<file path="src/hw/bus_share_pkg.sv">
// Shared bus field types and defaults; MEM_WORDS must be a power of two no larger than 2**19
package bus_share_pkg;

    // Word address, byte address bit 0 is implied by bytesel
    typedef logic [19:1] addr_t;

    // One bus data word
    typedef logic [15:0] data_t;

    // Byte lanes
    // bit 0 selects data[7:0], bit 1 selects data[15:8]
    typedef logic [1:0] bytesel_t;

    // Arbiter states
    // Release is the single cycle in which the registered master ack is high
    typedef enum logic [1:0] {
        GRANT_IDLE    = 2'd0,
        GRANT_BUSY    = 2'd1,
        GRANT_RELEASE = 2'd2
    } grant_state_t;

    // Wait states before every memory ack
    localparam int DEF_WAIT_STATES = 2;

    // Memory depth in 16-bit words, addresses wrap at this size
    localparam int DEF_MEM_WORDS = 1024;

endpackage

</file>
<file path="src/hw/grant_fsm.sv">
// Two-master arbiter FSM; data bus (b) wins a tie, one transfer at a time, one release cycle per ack
`timescale 1ns/1ps

module grant_fsm
    import bus_share_pkg::*;
(
    input  logic clk,
    input  logic reset,
    input  logic a_access,
    input  logic b_access,
    input  logic mem_ack,
    output logic grant_to_b,
    output logic grant_active
);

    grant_state_t state;

    // Master chosen when the transfer started
    logic b_latched;

    // Fixed priority, data bus first
    logic b_wins;

    assign b_wins = b_access;

    always_ff @(posedge clk or posedge reset) begin
        if (reset) begin
            state     <= GRANT_IDLE;
            b_latched <= 1'b0;
        end else begin
            case (state)
                GRANT_IDLE: begin
                    if (a_access || b_access) begin
                        b_latched <= b_wins;
                        state     <= GRANT_BUSY;
                    end
                end
                GRANT_BUSY: begin
                    // Memory has finished, hold off one cycle
                    if (mem_ack) begin
                        state <= GRANT_RELEASE;
                    end
                end
                GRANT_RELEASE: begin
                    // Master still shows access here, ignore it
                    state <= GRANT_IDLE;
                end
                default: begin
                    state <= GRANT_IDLE;
                end
            endcase
        end
    end

    // In idle the memory side already follows the priority choice
    always_comb begin
        if (state == GRANT_IDLE) begin
            grant_to_b = b_wins;
        end else begin
            grant_to_b = b_latched;
        end
    end

    assign grant_active = (state == GRANT_BUSY);

endmodule

</file>
<file path="config.mk">
export PLATFORM = sky130hd
export DESIGN_NAME = grant_fsm
export DESIGN_NICKNAME = d
export VERILOG_FILES = /design/src/hw/bus_share_pkg.sv /design/src/hw/grant_fsm.sv
export SDC_FILE = /design/constraint.sdc
export NUM_CORES = 1
export LEC_CHECK = 0
export ABC_AREA = 1
export ABC_CLOCK_PERIOD_IN_PS = 1160
export BUFFER_PORTS_ARGS = -buffer_cell sky130_fd_sc_hd__buf_4
export CORE_AREA = 10 10 47 49
export CTS_CLUSTER_SIZE = 30
export DETAILED_ROUTE_END_ITERATION = 6
export DIE_AREA = 0 0 57 59
export SETUP_SLACK_MARGIN = 0.2
export SLEW_MARGIN = 25
export SYNTH_ARGS = -nofsm -noshare
export SYNTH_HDL_FRONTEND = slang
export SYNTH_SLANG_ARGS = --single-unit
</file>
<file path="constraint.sdc">
create_clock -name clk -period 1.16 [get_ports clk]
set_clock_uncertainty 0.1 [all_clocks]
set_input_delay 0.058 -clock clk [delete_from_list [all_inputs] [get_ports clk]]
set_output_delay 0.058 -clock clk [all_outputs]
set_load 0.02 [all_outputs]
</file>
==> impl_metrics.ini <==
[outcome]
status = complete, but fails checks
violations = negative setup slack

[setup_path]
max_stage_delay_ns = 0.41
r2r_end = b_latched$_DFFE_PP0P_
cp_num_cells = 4
path_delay_family = flip-flops
worstPathRequired_ns = 1.00
worstSetupEndpoint = grant_to_b
cp_data_arrival_time_ns = 1.05
regToRegSetupSlack_ns = 0.07
cp.buffers_inverters = 1
path_common_cell = nand2_1
path_cells = nor2_2 -> nand2_1 -> nand2_1 -> buf_6
path_max_fanout = 3
startpoint = state[1]$_DFFE_PP0P_
cp-end-kind = output pin
rr_startpoint = state[1]$_DFFE_PP0P_
start_kind = flip-flop
rr_worst_depth = 5
slowest_stage = dfrtp_2
worstSetupPathType = flip-flop to output pin

[sta]
maxSlewHeadroom_pct = 90.0
period_needed_ns = 1.20
timing.fmax_ghz = 0.831
whs_ns = 0.152
fin_crit_sh_pct = 104
hold_viol_final = 0
setup_viol = 2
worst-slew-pin-transition_ns = 0.149
drv_slew = 0
setup_ws_ns = -0.0432
rsz0062_at_grt = true

[power]
leakagePower_nw = 0.158
power.density_nw_per_um2 = 2450
peakVddDrop_uv = 379
power_uw = 767

[drt]
drcViolationCount = 0
ant_nets = 0
drt-total-wl_um = 439
wl_per_cell_um = 8.61
firstDrtPassIters = 2
vias_per_cell = 3.37
detailroute.via_count = 172
drt-initial-drc-count = 2

[logic_synthesis]
syn_area_um2 = 139
ys_seq_elements = 3
avgSynthCellArea_um2 = 7.72
synth_adder_area_share_pct = 0
synth_compound_area_share_pct = 7.21
ys_seq_area_share_pct = 54.1
yosys-mux-area-fraction_pct = 0
synth_cell_types = 10
yosys.area_share.simple_pct = 27.9
yosys_warnings = 0
synth_top_family_by_area = simple AND/OR/NAND/NOR gates
syn_nets = 23
synth_xor_area_share_pct = 0
synthCells = 18

[global_routing]
busiest_layer = met2
grt_util_met3_pct = 3.22
met2_usage_pct = 4.96
grt_first_pass_wirelength_um = 759
met1_usage_pct = 2.26
antenna_found_initial = 0
grt-ovfl-total = 0
grt_start_max_net_pins = 5
grt_pass1_vias = 185
grt_usage_pct = 3.12

[die]
io_pins = 7
die_y_um = 59
rows = 14
start_util_pct = 9.91
core-area_um2 = 1400
dieArea_um2 = 3360
die-width_um = 57

[worst_hold_path]
min_path_type = input pin to async pin

[clock_network]
htreeDepth = 1
cts_tree = done
root_buffer = clkbuf_4
cts.clk_slew.worst_paths_ns = 0.04
cts_buffers = 3
cts_buffer_depth = 2
clk_latency_ns = 0.23
cts_num_sinks = 3

[place]
routabilityCongestion = 0.586
hpwl_um = 332
dp_cells = 40
numPortBuffers = 6

[job]
cap_violations = 0

[final_layout]
finalNonFillerCells = 51
diodes = 0
area_growth_pct = 125
num-nets-final = 41
final_layout_size_suffix_gt1_share_pct = 48.6
[timing repair]
action,4_1_cts,5_1_grt
pin swaps,3,3
hold buffers,4,0
setup endpoints to repair,2,3
endpoints found under the hold margin,6,0
buffers inserted,1,2
resized for setup,4,2
[synthesized netlist by cell type]
cell     number  area share, %
o21ai_1       1            3.6
nand2_1       5             14
dfrtp_1       3             54
o21ai_0       1            3.6
inv_2         1            2.7
nor2_1        1            2.7
nor2_2        1            4.5
nand3_1       1            3.6
inv_1         3            8.1
nor3_1        1            3.6
[cells in the final DEF, fill, tap and decap left out]
cell type      instances
buf_4                  7
buf_6                  2
clkbuf_1               1
clkbuf_4               3
dfrtp_1                2
dfrtp_2                1
dlygate4sd3_1          4
inv_1                  3
inv_2                  1
nand2_1                5
nand3_1                1
nor2_2                 1
nor2_4                 1
nor3_1                 1
o21ai_0                1
o21ai_2                1
[routing by layer]
layer	wire length, µm	vias to the layer above
met5	0	-
met3	27	0
li1	-	90
met1	135	78
met2	276	4
met4	0	0
[cells by family after synthesis]
group	count (synthesis)
buffers and inverters	4
AO/OA/AOI/OAI	2
flip-flops	3
AND/OR/NAND/NOR	9
[where the power goes]
part | internal, mW | total (mW) | switching [mW] | leakage, nW
logic | 0.199 | 0.384 | 0.185 | 0.109
registers | 0.152 | 0.196 | 0.0442 | 0.0343
clock network | 0.129 | 0.187 | 0.0576 | 0.0150
[flip-flops by register name, indices dropped and copies added, names as in the netlist]
name / cells
state: 2
b_latched: 1
[worst min-delay path by stage]
stage	endpoint	start	cells after the start	slack, ns
global placement	b_latched$_DFFE_PP0P_	reset	2	-0.16
finish	b_latched$_DFFE_PP0P_	reset	3	0.15
CTS	b_latched$_DFFE_PP0P_	b_access	4	0.07
detailed placement	b_latched$_DFFE_PP0P_	reset	2	-0.16
floorplan	b_latched$_DFFE_PP0P_	reset	1	-0.29
global route	b_latched$_DFFE_PP0P_	reset	3	0.16
[stage by stage]
stage	setup slack, ns	setup TNS (ns)	utilization (%)	cell area [µm²]
global placement	0.177	0	14.6	204
finish	-0.0432	-0.0455	22.3	313
detailed placement	0.158	0	14.6	204
CTS	-0.0567	-0.0567	20.8	292
global route	-0.135	-0.189	22.3	313
floorplan	0.223	0	-	139
[worst register-to-register path, cell delays in order (launching register included)]
cell and delay [ns]:
dfrtp_2 0.41, nor2_2 0.12, nand2_1 0.08, buf_4 0.13, buf_4 0.12, nand3_1 0.07
[final cells by class]
class / instances / area [µm²]
clock buffer: 4 / 26.3
fill: 164 / 1090
inverter: 4 / 15.0
multi-input combinational: 11 / 60.1
sequential: 3 / 76.3
tap: 16 / 20.0
timing repair buffer: 13 / 115
No activity file was read; power rests on OpenSTA's default activity.
