==> config.mk <==
export PLATFORM = sky130hd
export DESIGN_NAME = bus_route_flat
export DESIGN_NICKNAME = d
export VERILOG_FILES = /design/src/hw/bus_share_pkg.sv /design/src/hw/mem_bus_if.sv /design/src/hw/bus_route.sv /design/src/flat_wrapper.sv
export SDC_FILE = /design/constraint.sdc
export NUM_CORES = 1
export LEC_CHECK = 0
export BUFFER_PORTS_ARGS = -buffer_cell sky130_fd_sc_hd__buf_2
export CAP_MARGIN = 30
export CORE_UTILIZATION = 33
export DETAILED_ROUTE_END_ITERATION = 8
export PLACE_DENSITY_LB_ADDON = 0.1
export SETUP_SLACK_MARGIN = 0.3
export SYNTH_ARGS = -nofsm -noshare
export SYNTH_HDL_FRONTEND = slang
export SYNTH_SLANG_ARGS = --single-unit
export TNS_END_PERCENT = 1
==> constraint.sdc <==
create_clock -name clk -period 1.87 [get_ports clk]
set_input_delay 0.0935 -clock clk [delete_from_list [all_inputs] [get_ports clk]]
set_output_delay 0.0935 -clock clk [all_outputs]
set_load 0.005 [all_outputs]
==> src/hw/bus_share_pkg.sv <==
// Shared bus field types and defaults; MEM_WORDS must be a power of two no larger than 2**19
package bus_share_pkg;

    // Word address, byte address bit 0 is implied by bytesel
    typedef logic [19:1] addr_t;

    // One bus data word
    typedef logic [15:0] data_t;

    // Byte lanes
    // bit 0 selects data[7:0], bit 1 selects data[15:8]
    typedef logic [1:0] bytesel_t;

    // Arbiter states
    // Release is the single cycle in which the registered master ack is high
    typedef enum logic [1:0] {
        GRANT_IDLE    = 2'd0,
        GRANT_BUSY    = 2'd1,
        GRANT_RELEASE = 2'd2
    } grant_state_t;

    // Wait states before every memory ack
    localparam int DEF_WAIT_STATES = 2;

    // Memory depth in 16-bit words, addresses wrap at this size
    localparam int DEF_MEM_WORDS = 1024;

endpackage

==> src/hw/mem_bus_if.sv <==
// One word-wide memory bus; fields are held stable by the master until its one-cycle ack
`timescale 1ns/1ps

interface mem_bus_if
    import bus_share_pkg::*;
();

    // Request fields, owned by the master
    addr_t    addr;
    data_t    wdata;
    logic     access;
    logic     wr_en;
    bytesel_t bytesel;

    // Response, owned by the slave
    // rdata is only meaningful while ack is high
    data_t    rdata;
    logic     ack;

    modport master (
        output addr,
        output wdata,
        output access,
        output wr_en,
        output bytesel,
        input  rdata,
        input  ack
    );

    modport slave (
        input  addr,
        input  wdata,
        input  access,
        input  wr_en,
        input  bytesel,
        output rdata,
        output ack
    );

endinterface

==> src/hw/bus_route.sv <==
// Steers the granted master onto the memory bus; master ack and rdata are one cycle behind memory
`timescale 1ns/1ps

module bus_route
    import bus_share_pkg::*;
(
    input  logic clk,
    input  logic reset,
    input  logic grant_to_b,
    input  logic grant_active,
    mem_bus_if.slave  bus_a,
    mem_bus_if.slave  bus_b,
    mem_bus_if.master bus_q
);

    // Registered per-master acks
    logic a_ack_q;
    logic b_ack_q;

    // Read word from the last memory ack
    data_t rdata_q;

    // Access level of whichever master is selected
    logic sel_access;

    // Any registered ack marks the release cycle
    logic ack_pending;

    // Request fields follow the grant
    assign bus_q.addr    = grant_to_b ? bus_b.addr    : bus_a.addr;
    assign bus_q.wdata   = grant_to_b ? bus_b.wdata   : bus_a.wdata;
    assign bus_q.wr_en   = grant_to_b ? bus_b.wr_en   : bus_a.wr_en;
    assign bus_q.bytesel = grant_to_b ? bus_b.bytesel : bus_a.bytesel;

    assign sel_access  = grant_to_b ? bus_b.access : bus_a.access;
    assign ack_pending = a_ack_q || b_ack_q;

    // No access while memory acks or while the arbiter releases,
    // otherwise the same master would be served twice
    assign bus_q.access = sel_access && !bus_q.ack && !ack_pending;

    always_ff @(posedge clk or posedge reset) begin
        if (reset) begin
            a_ack_q <= 1'b0;
            b_ack_q <= 1'b0;
        end else begin
            a_ack_q <= bus_q.ack && grant_active && !grant_to_b;
            b_ack_q <= bus_q.ack && grant_active && grant_to_b;
        end
    end

    // Read word follows the memory ack
    always_ff @(posedge clk) begin
        if (bus_q.ack) begin
            rdata_q <= bus_q.rdata;
        end
    end

    assign bus_a.ack = a_ack_q;
    assign bus_b.ack = b_ack_q;

    // Unserved master sees zero
    assign bus_a.rdata = a_ack_q ? rdata_q : '0;
    assign bus_b.rdata = b_ack_q ? rdata_q : '0;

endmodule

==> src/flat_wrapper.sv <==
// flat-port wrapper written by rule: the top's interface ports become plain ports
module bus_route_flat import bus_share_pkg::*;
  (clk, reset, grant_to_b, grant_active, bus_a_addr, bus_a_wdata, bus_a_access, bus_a_wr_en, bus_a_bytesel, bus_a_rdata, bus_a_ack, bus_b_addr, bus_b_wdata, bus_b_access, bus_b_wr_en, bus_b_bytesel, bus_b_rdata, bus_b_ack, bus_q_addr, bus_q_wdata, bus_q_access, bus_q_wr_en, bus_q_bytesel, bus_q_rdata, bus_q_ack);
  mem_bus_if bus_a_i ();
  mem_bus_if bus_b_i ();
  mem_bus_if bus_q_i ();
  input  logic clk;
  input  logic reset;
  input  logic grant_to_b;
  input  logic grant_active;
  input wire logic [$bits(bus_a_i.addr)-1:0] bus_a_addr;
  input wire logic [$bits(bus_a_i.wdata)-1:0] bus_a_wdata;
  input wire logic [$bits(bus_a_i.access)-1:0] bus_a_access;
  input wire logic [$bits(bus_a_i.wr_en)-1:0] bus_a_wr_en;
  input wire logic [$bits(bus_a_i.bytesel)-1:0] bus_a_bytesel;
  output wire logic [$bits(bus_a_i.rdata)-1:0] bus_a_rdata;
  output wire logic [$bits(bus_a_i.ack)-1:0] bus_a_ack;
  input wire logic [$bits(bus_b_i.addr)-1:0] bus_b_addr;
  input wire logic [$bits(bus_b_i.wdata)-1:0] bus_b_wdata;
  input wire logic [$bits(bus_b_i.access)-1:0] bus_b_access;
  input wire logic [$bits(bus_b_i.wr_en)-1:0] bus_b_wr_en;
  input wire logic [$bits(bus_b_i.bytesel)-1:0] bus_b_bytesel;
  output wire logic [$bits(bus_b_i.rdata)-1:0] bus_b_rdata;
  output wire logic [$bits(bus_b_i.ack)-1:0] bus_b_ack;
  output wire logic [$bits(bus_q_i.addr)-1:0] bus_q_addr;
  output wire logic [$bits(bus_q_i.wdata)-1:0] bus_q_wdata;
  output wire logic [$bits(bus_q_i.access)-1:0] bus_q_access;
  output wire logic [$bits(bus_q_i.wr_en)-1:0] bus_q_wr_en;
  output wire logic [$bits(bus_q_i.bytesel)-1:0] bus_q_bytesel;
  input wire logic [$bits(bus_q_i.rdata)-1:0] bus_q_rdata;
  input wire logic [$bits(bus_q_i.ack)-1:0] bus_q_ack;
  assign bus_a_i.addr = bus_a_addr;
  assign bus_a_i.wdata = bus_a_wdata;
  assign bus_a_i.access = bus_a_access;
  assign bus_a_i.wr_en = bus_a_wr_en;
  assign bus_a_i.bytesel = bus_a_bytesel;
  assign bus_a_rdata = bus_a_i.rdata;
  assign bus_a_ack = bus_a_i.ack;
  assign bus_b_i.addr = bus_b_addr;
  assign bus_b_i.wdata = bus_b_wdata;
  assign bus_b_i.access = bus_b_access;
  assign bus_b_i.wr_en = bus_b_wr_en;
  assign bus_b_i.bytesel = bus_b_bytesel;
  assign bus_b_rdata = bus_b_i.rdata;
  assign bus_b_ack = bus_b_i.ack;
  assign bus_q_addr = bus_q_i.addr;
  assign bus_q_wdata = bus_q_i.wdata;
  assign bus_q_access = bus_q_i.access;
  assign bus_q_wr_en = bus_q_i.wr_en;
  assign bus_q_bytesel = bus_q_i.bytesel;
  assign bus_q_i.rdata = bus_q_rdata;
  assign bus_q_i.ack = bus_q_ack;
  bus_route u_core (.clk(clk), .reset(reset), .grant_to_b(grant_to_b), .grant_active(grant_active), .bus_a(bus_a_i), .bus_b(bus_b_i), .bus_q(bus_q_i));
endmodule
==> flow_summary.json <==
{
  "ir_drop_v": 0.000413,
  "grt_first_pass_wirelength_um": 5450,
  "antenna_cells": 0,
  "grt_max_degree": 25,
  "yosys-top-cells-area": "mux2_4, edfxtp_1, and2_1",
  "cp_cell_sequence": "nor4_1 > buf_2",
  "p_leak_nw": 1.37,
  "path_delay_family": "flip-flops",
  "arrival_ns": 1.28,
  "syn_area_per_cell_um2": 14.1,
  "crit_buf_inv": 1,
  "drtPass1Iterations": 4,
  "drive_above_1_share": 0.784,
  "grt_use_total": 0.160,
  "drv_cap": 0,
  "synth.most_common_cell": "mux2_4",
  "synth.top_cell.area_share": 0.399,
  "place_area_um2": 2270,
  "cts_tree": "built",
  "tightest_slew_ns": 0.497,
  "path_class": "reg2out",
  "hpwl_um": 3420,
  "cts.sinks": 18,
  "gp_congestion": 0.688,
  "hold_viol_final": 0,
  "final.setup.tns_ns": 0,
  "setup_slack_ns": 0.497,
  "syn_inst": 101,
  "cts_resized": 0,
  "nNetsFinal": 373,
  "die_h_um": 67.8,
  "die_area_um2": 4600,
  "hp-class": "in2reg",
  "cts_root_buf": "clkbuf_8",
  "ys_seq_elements": 18,
  "wl_per_cell_um": 12.9,
  "whs_ns": 0.0120,
  "cts_made_buffers": 3,
  "status": "completed",
  "cts.clk_slew.worst_paths_ns": 0.07,
  "start_kind": "flop",
  "crit_fanout": 18,
  "end_kind": "primary output",
  "finalWirelength_um": 4160,
  "max_stage_delay_ns": 0.56,
  "async_flop_share": 0.111,
  "ant_nets": 0,
  "yosys.area.top_type": "mux2_4",
  "core_um2": 4090,
  "synth_edf_count": 16,
  "areaGrowthSynthToFinish_pct": 63.3,
  "portBuffers": 171,
  "maxSlewViolCount": 0,
  "antenna_found_initial": 0,
  "drtIter0Drc": 22,
  "die_w_um": 67.8,
  "rsz0062_at_grt": "false",
  "num_rows": 23,
  "synth.distinct_cells": 14,
  "p_per_area_nw_per_um2": 482,
  "yosys-top-cells-count": "mux2_4, and2_1, edfxtp_1",
  "io-pin-count": 172,
  "yosysSeqAreaShare": 0.371,
  "clock_path_buffers": 2,
  "slew-limit-headroom": 0.668,
  "synth_flop_cell": "edfxtp_1",
  "dr_total_vias": 1405,
  "fin_area_um2": 2330,
  "netlist_area_um2": 1430,
  "synth.net_count": 200,
  "initial_core_util": 0.350,
  "slowest_stage": "dfrtp_1",
  "cp_data_required_time_ns": 1.78,
  "h-tree-depth": 1,
  "drc": 0,
  "cts_setup_buffers": 0,
  "fmax_mhz": 728,
  "pre_cts_slack_ns": 0.729,
  "avgViaCountPerCell": 4.35,
  "setup_viol": 0,
  "grt_pass1_vias": 1207,
  "fin_crit_ns": 1.37,
  "period_share": 0.734,
  "grt.overflow.total": 0,
  "synth_warnings": 0
}
-- through the flow --
stage / util / power (mW) / instances
2_1_floorplan: - / 0.674 / 101
3_3_place_gp: 0.555 / 0.854 / 317
3_5_place_dp: 0.555 / 0.859 / 317
4_1_cts: 0.569 / 1.14 / 322
5_1_grt: 0.571 / 1.19 / 323
6_report: 0.571 / 1.12 / 323
-- flip-flops by register name, summed over array words and instances, names as in the netlist --
name,cells
u_core.bus_a.ack,1
u_core.bus_b.ack,1
u_core.rdata_q,16
-- area by class of cell --
class                           count  area, um2
Inverter                            1       3.75
Clock buffer                        4       45.0
Multi-Input combinational cell     75        801
Sequential cell                    18        531
Timing Repair Buffer              175        891
Fill cell                         389       1750
Tap cell                           50       62.6
-- report_power, final --
part           leakage [nW]  total [mW]  internal (mW)  switching, mW
combinational          1.17       0.362          0.239          0.123
clock                0.0228       0.275          0.151          0.124
sequential            0.183       0.488          0.471         0.0164
total                  1.37        1.12          0.862          0.263
-- logic make-up after synthesis --
| kind of cell | after synthesis | share of synthesized area |
|---|---|---|
| mux | 39 | 0.406 |
| simple gates | 36 | 0.154 |
| buf+inv | 8 | 0.0683 |
| flops | 18 | 0.371 |
-- cells in the final DEF (no fill, tap or decap), types with 2 or more instances in the layout --
master	netlist	routed
buf_4	0	2
clkbuf_8	0	3
buf_2	0	171
mux2_4	38	38
dfrtp_1	2	2
edfxtp_1	16	16
dlygate4sd3_1	0	2
and2_1	32	32
-- repair_timing --
action | CTS | global route
setup endpoints to repair | 0 | 0
hold buffers | 1 | 1
hold endpoints to repair | 2 | 1
-- worst paths after layout --
kind	from	end	slack, ns	cells past startpoint
setup / recovery	u_core.bus_b.ack$_DFF_PP0_	bus_q_access	0.50	2
max in group asynchronous	reset	u_core.bus_a.ack$_DFF_PP0_	1.53	3
min in group asynchronous	reset	u_core.bus_b.ack$_DFF_PP0_	0.23	3
hold / removal	bus_q_rdata[7]	u_core.rdata_q[7]$_DFFE_PP_	0.01	1
-- routing by layer --
metal	vias up	global-route usage	wire, um
met1	627	0.153	1390
met3	2	0.0439	480
met5	-	0	0
li1	696	-	-
met4	0	0.0286	12
met2	80	0.332	2280
Power figures use the tool's default switching activity.
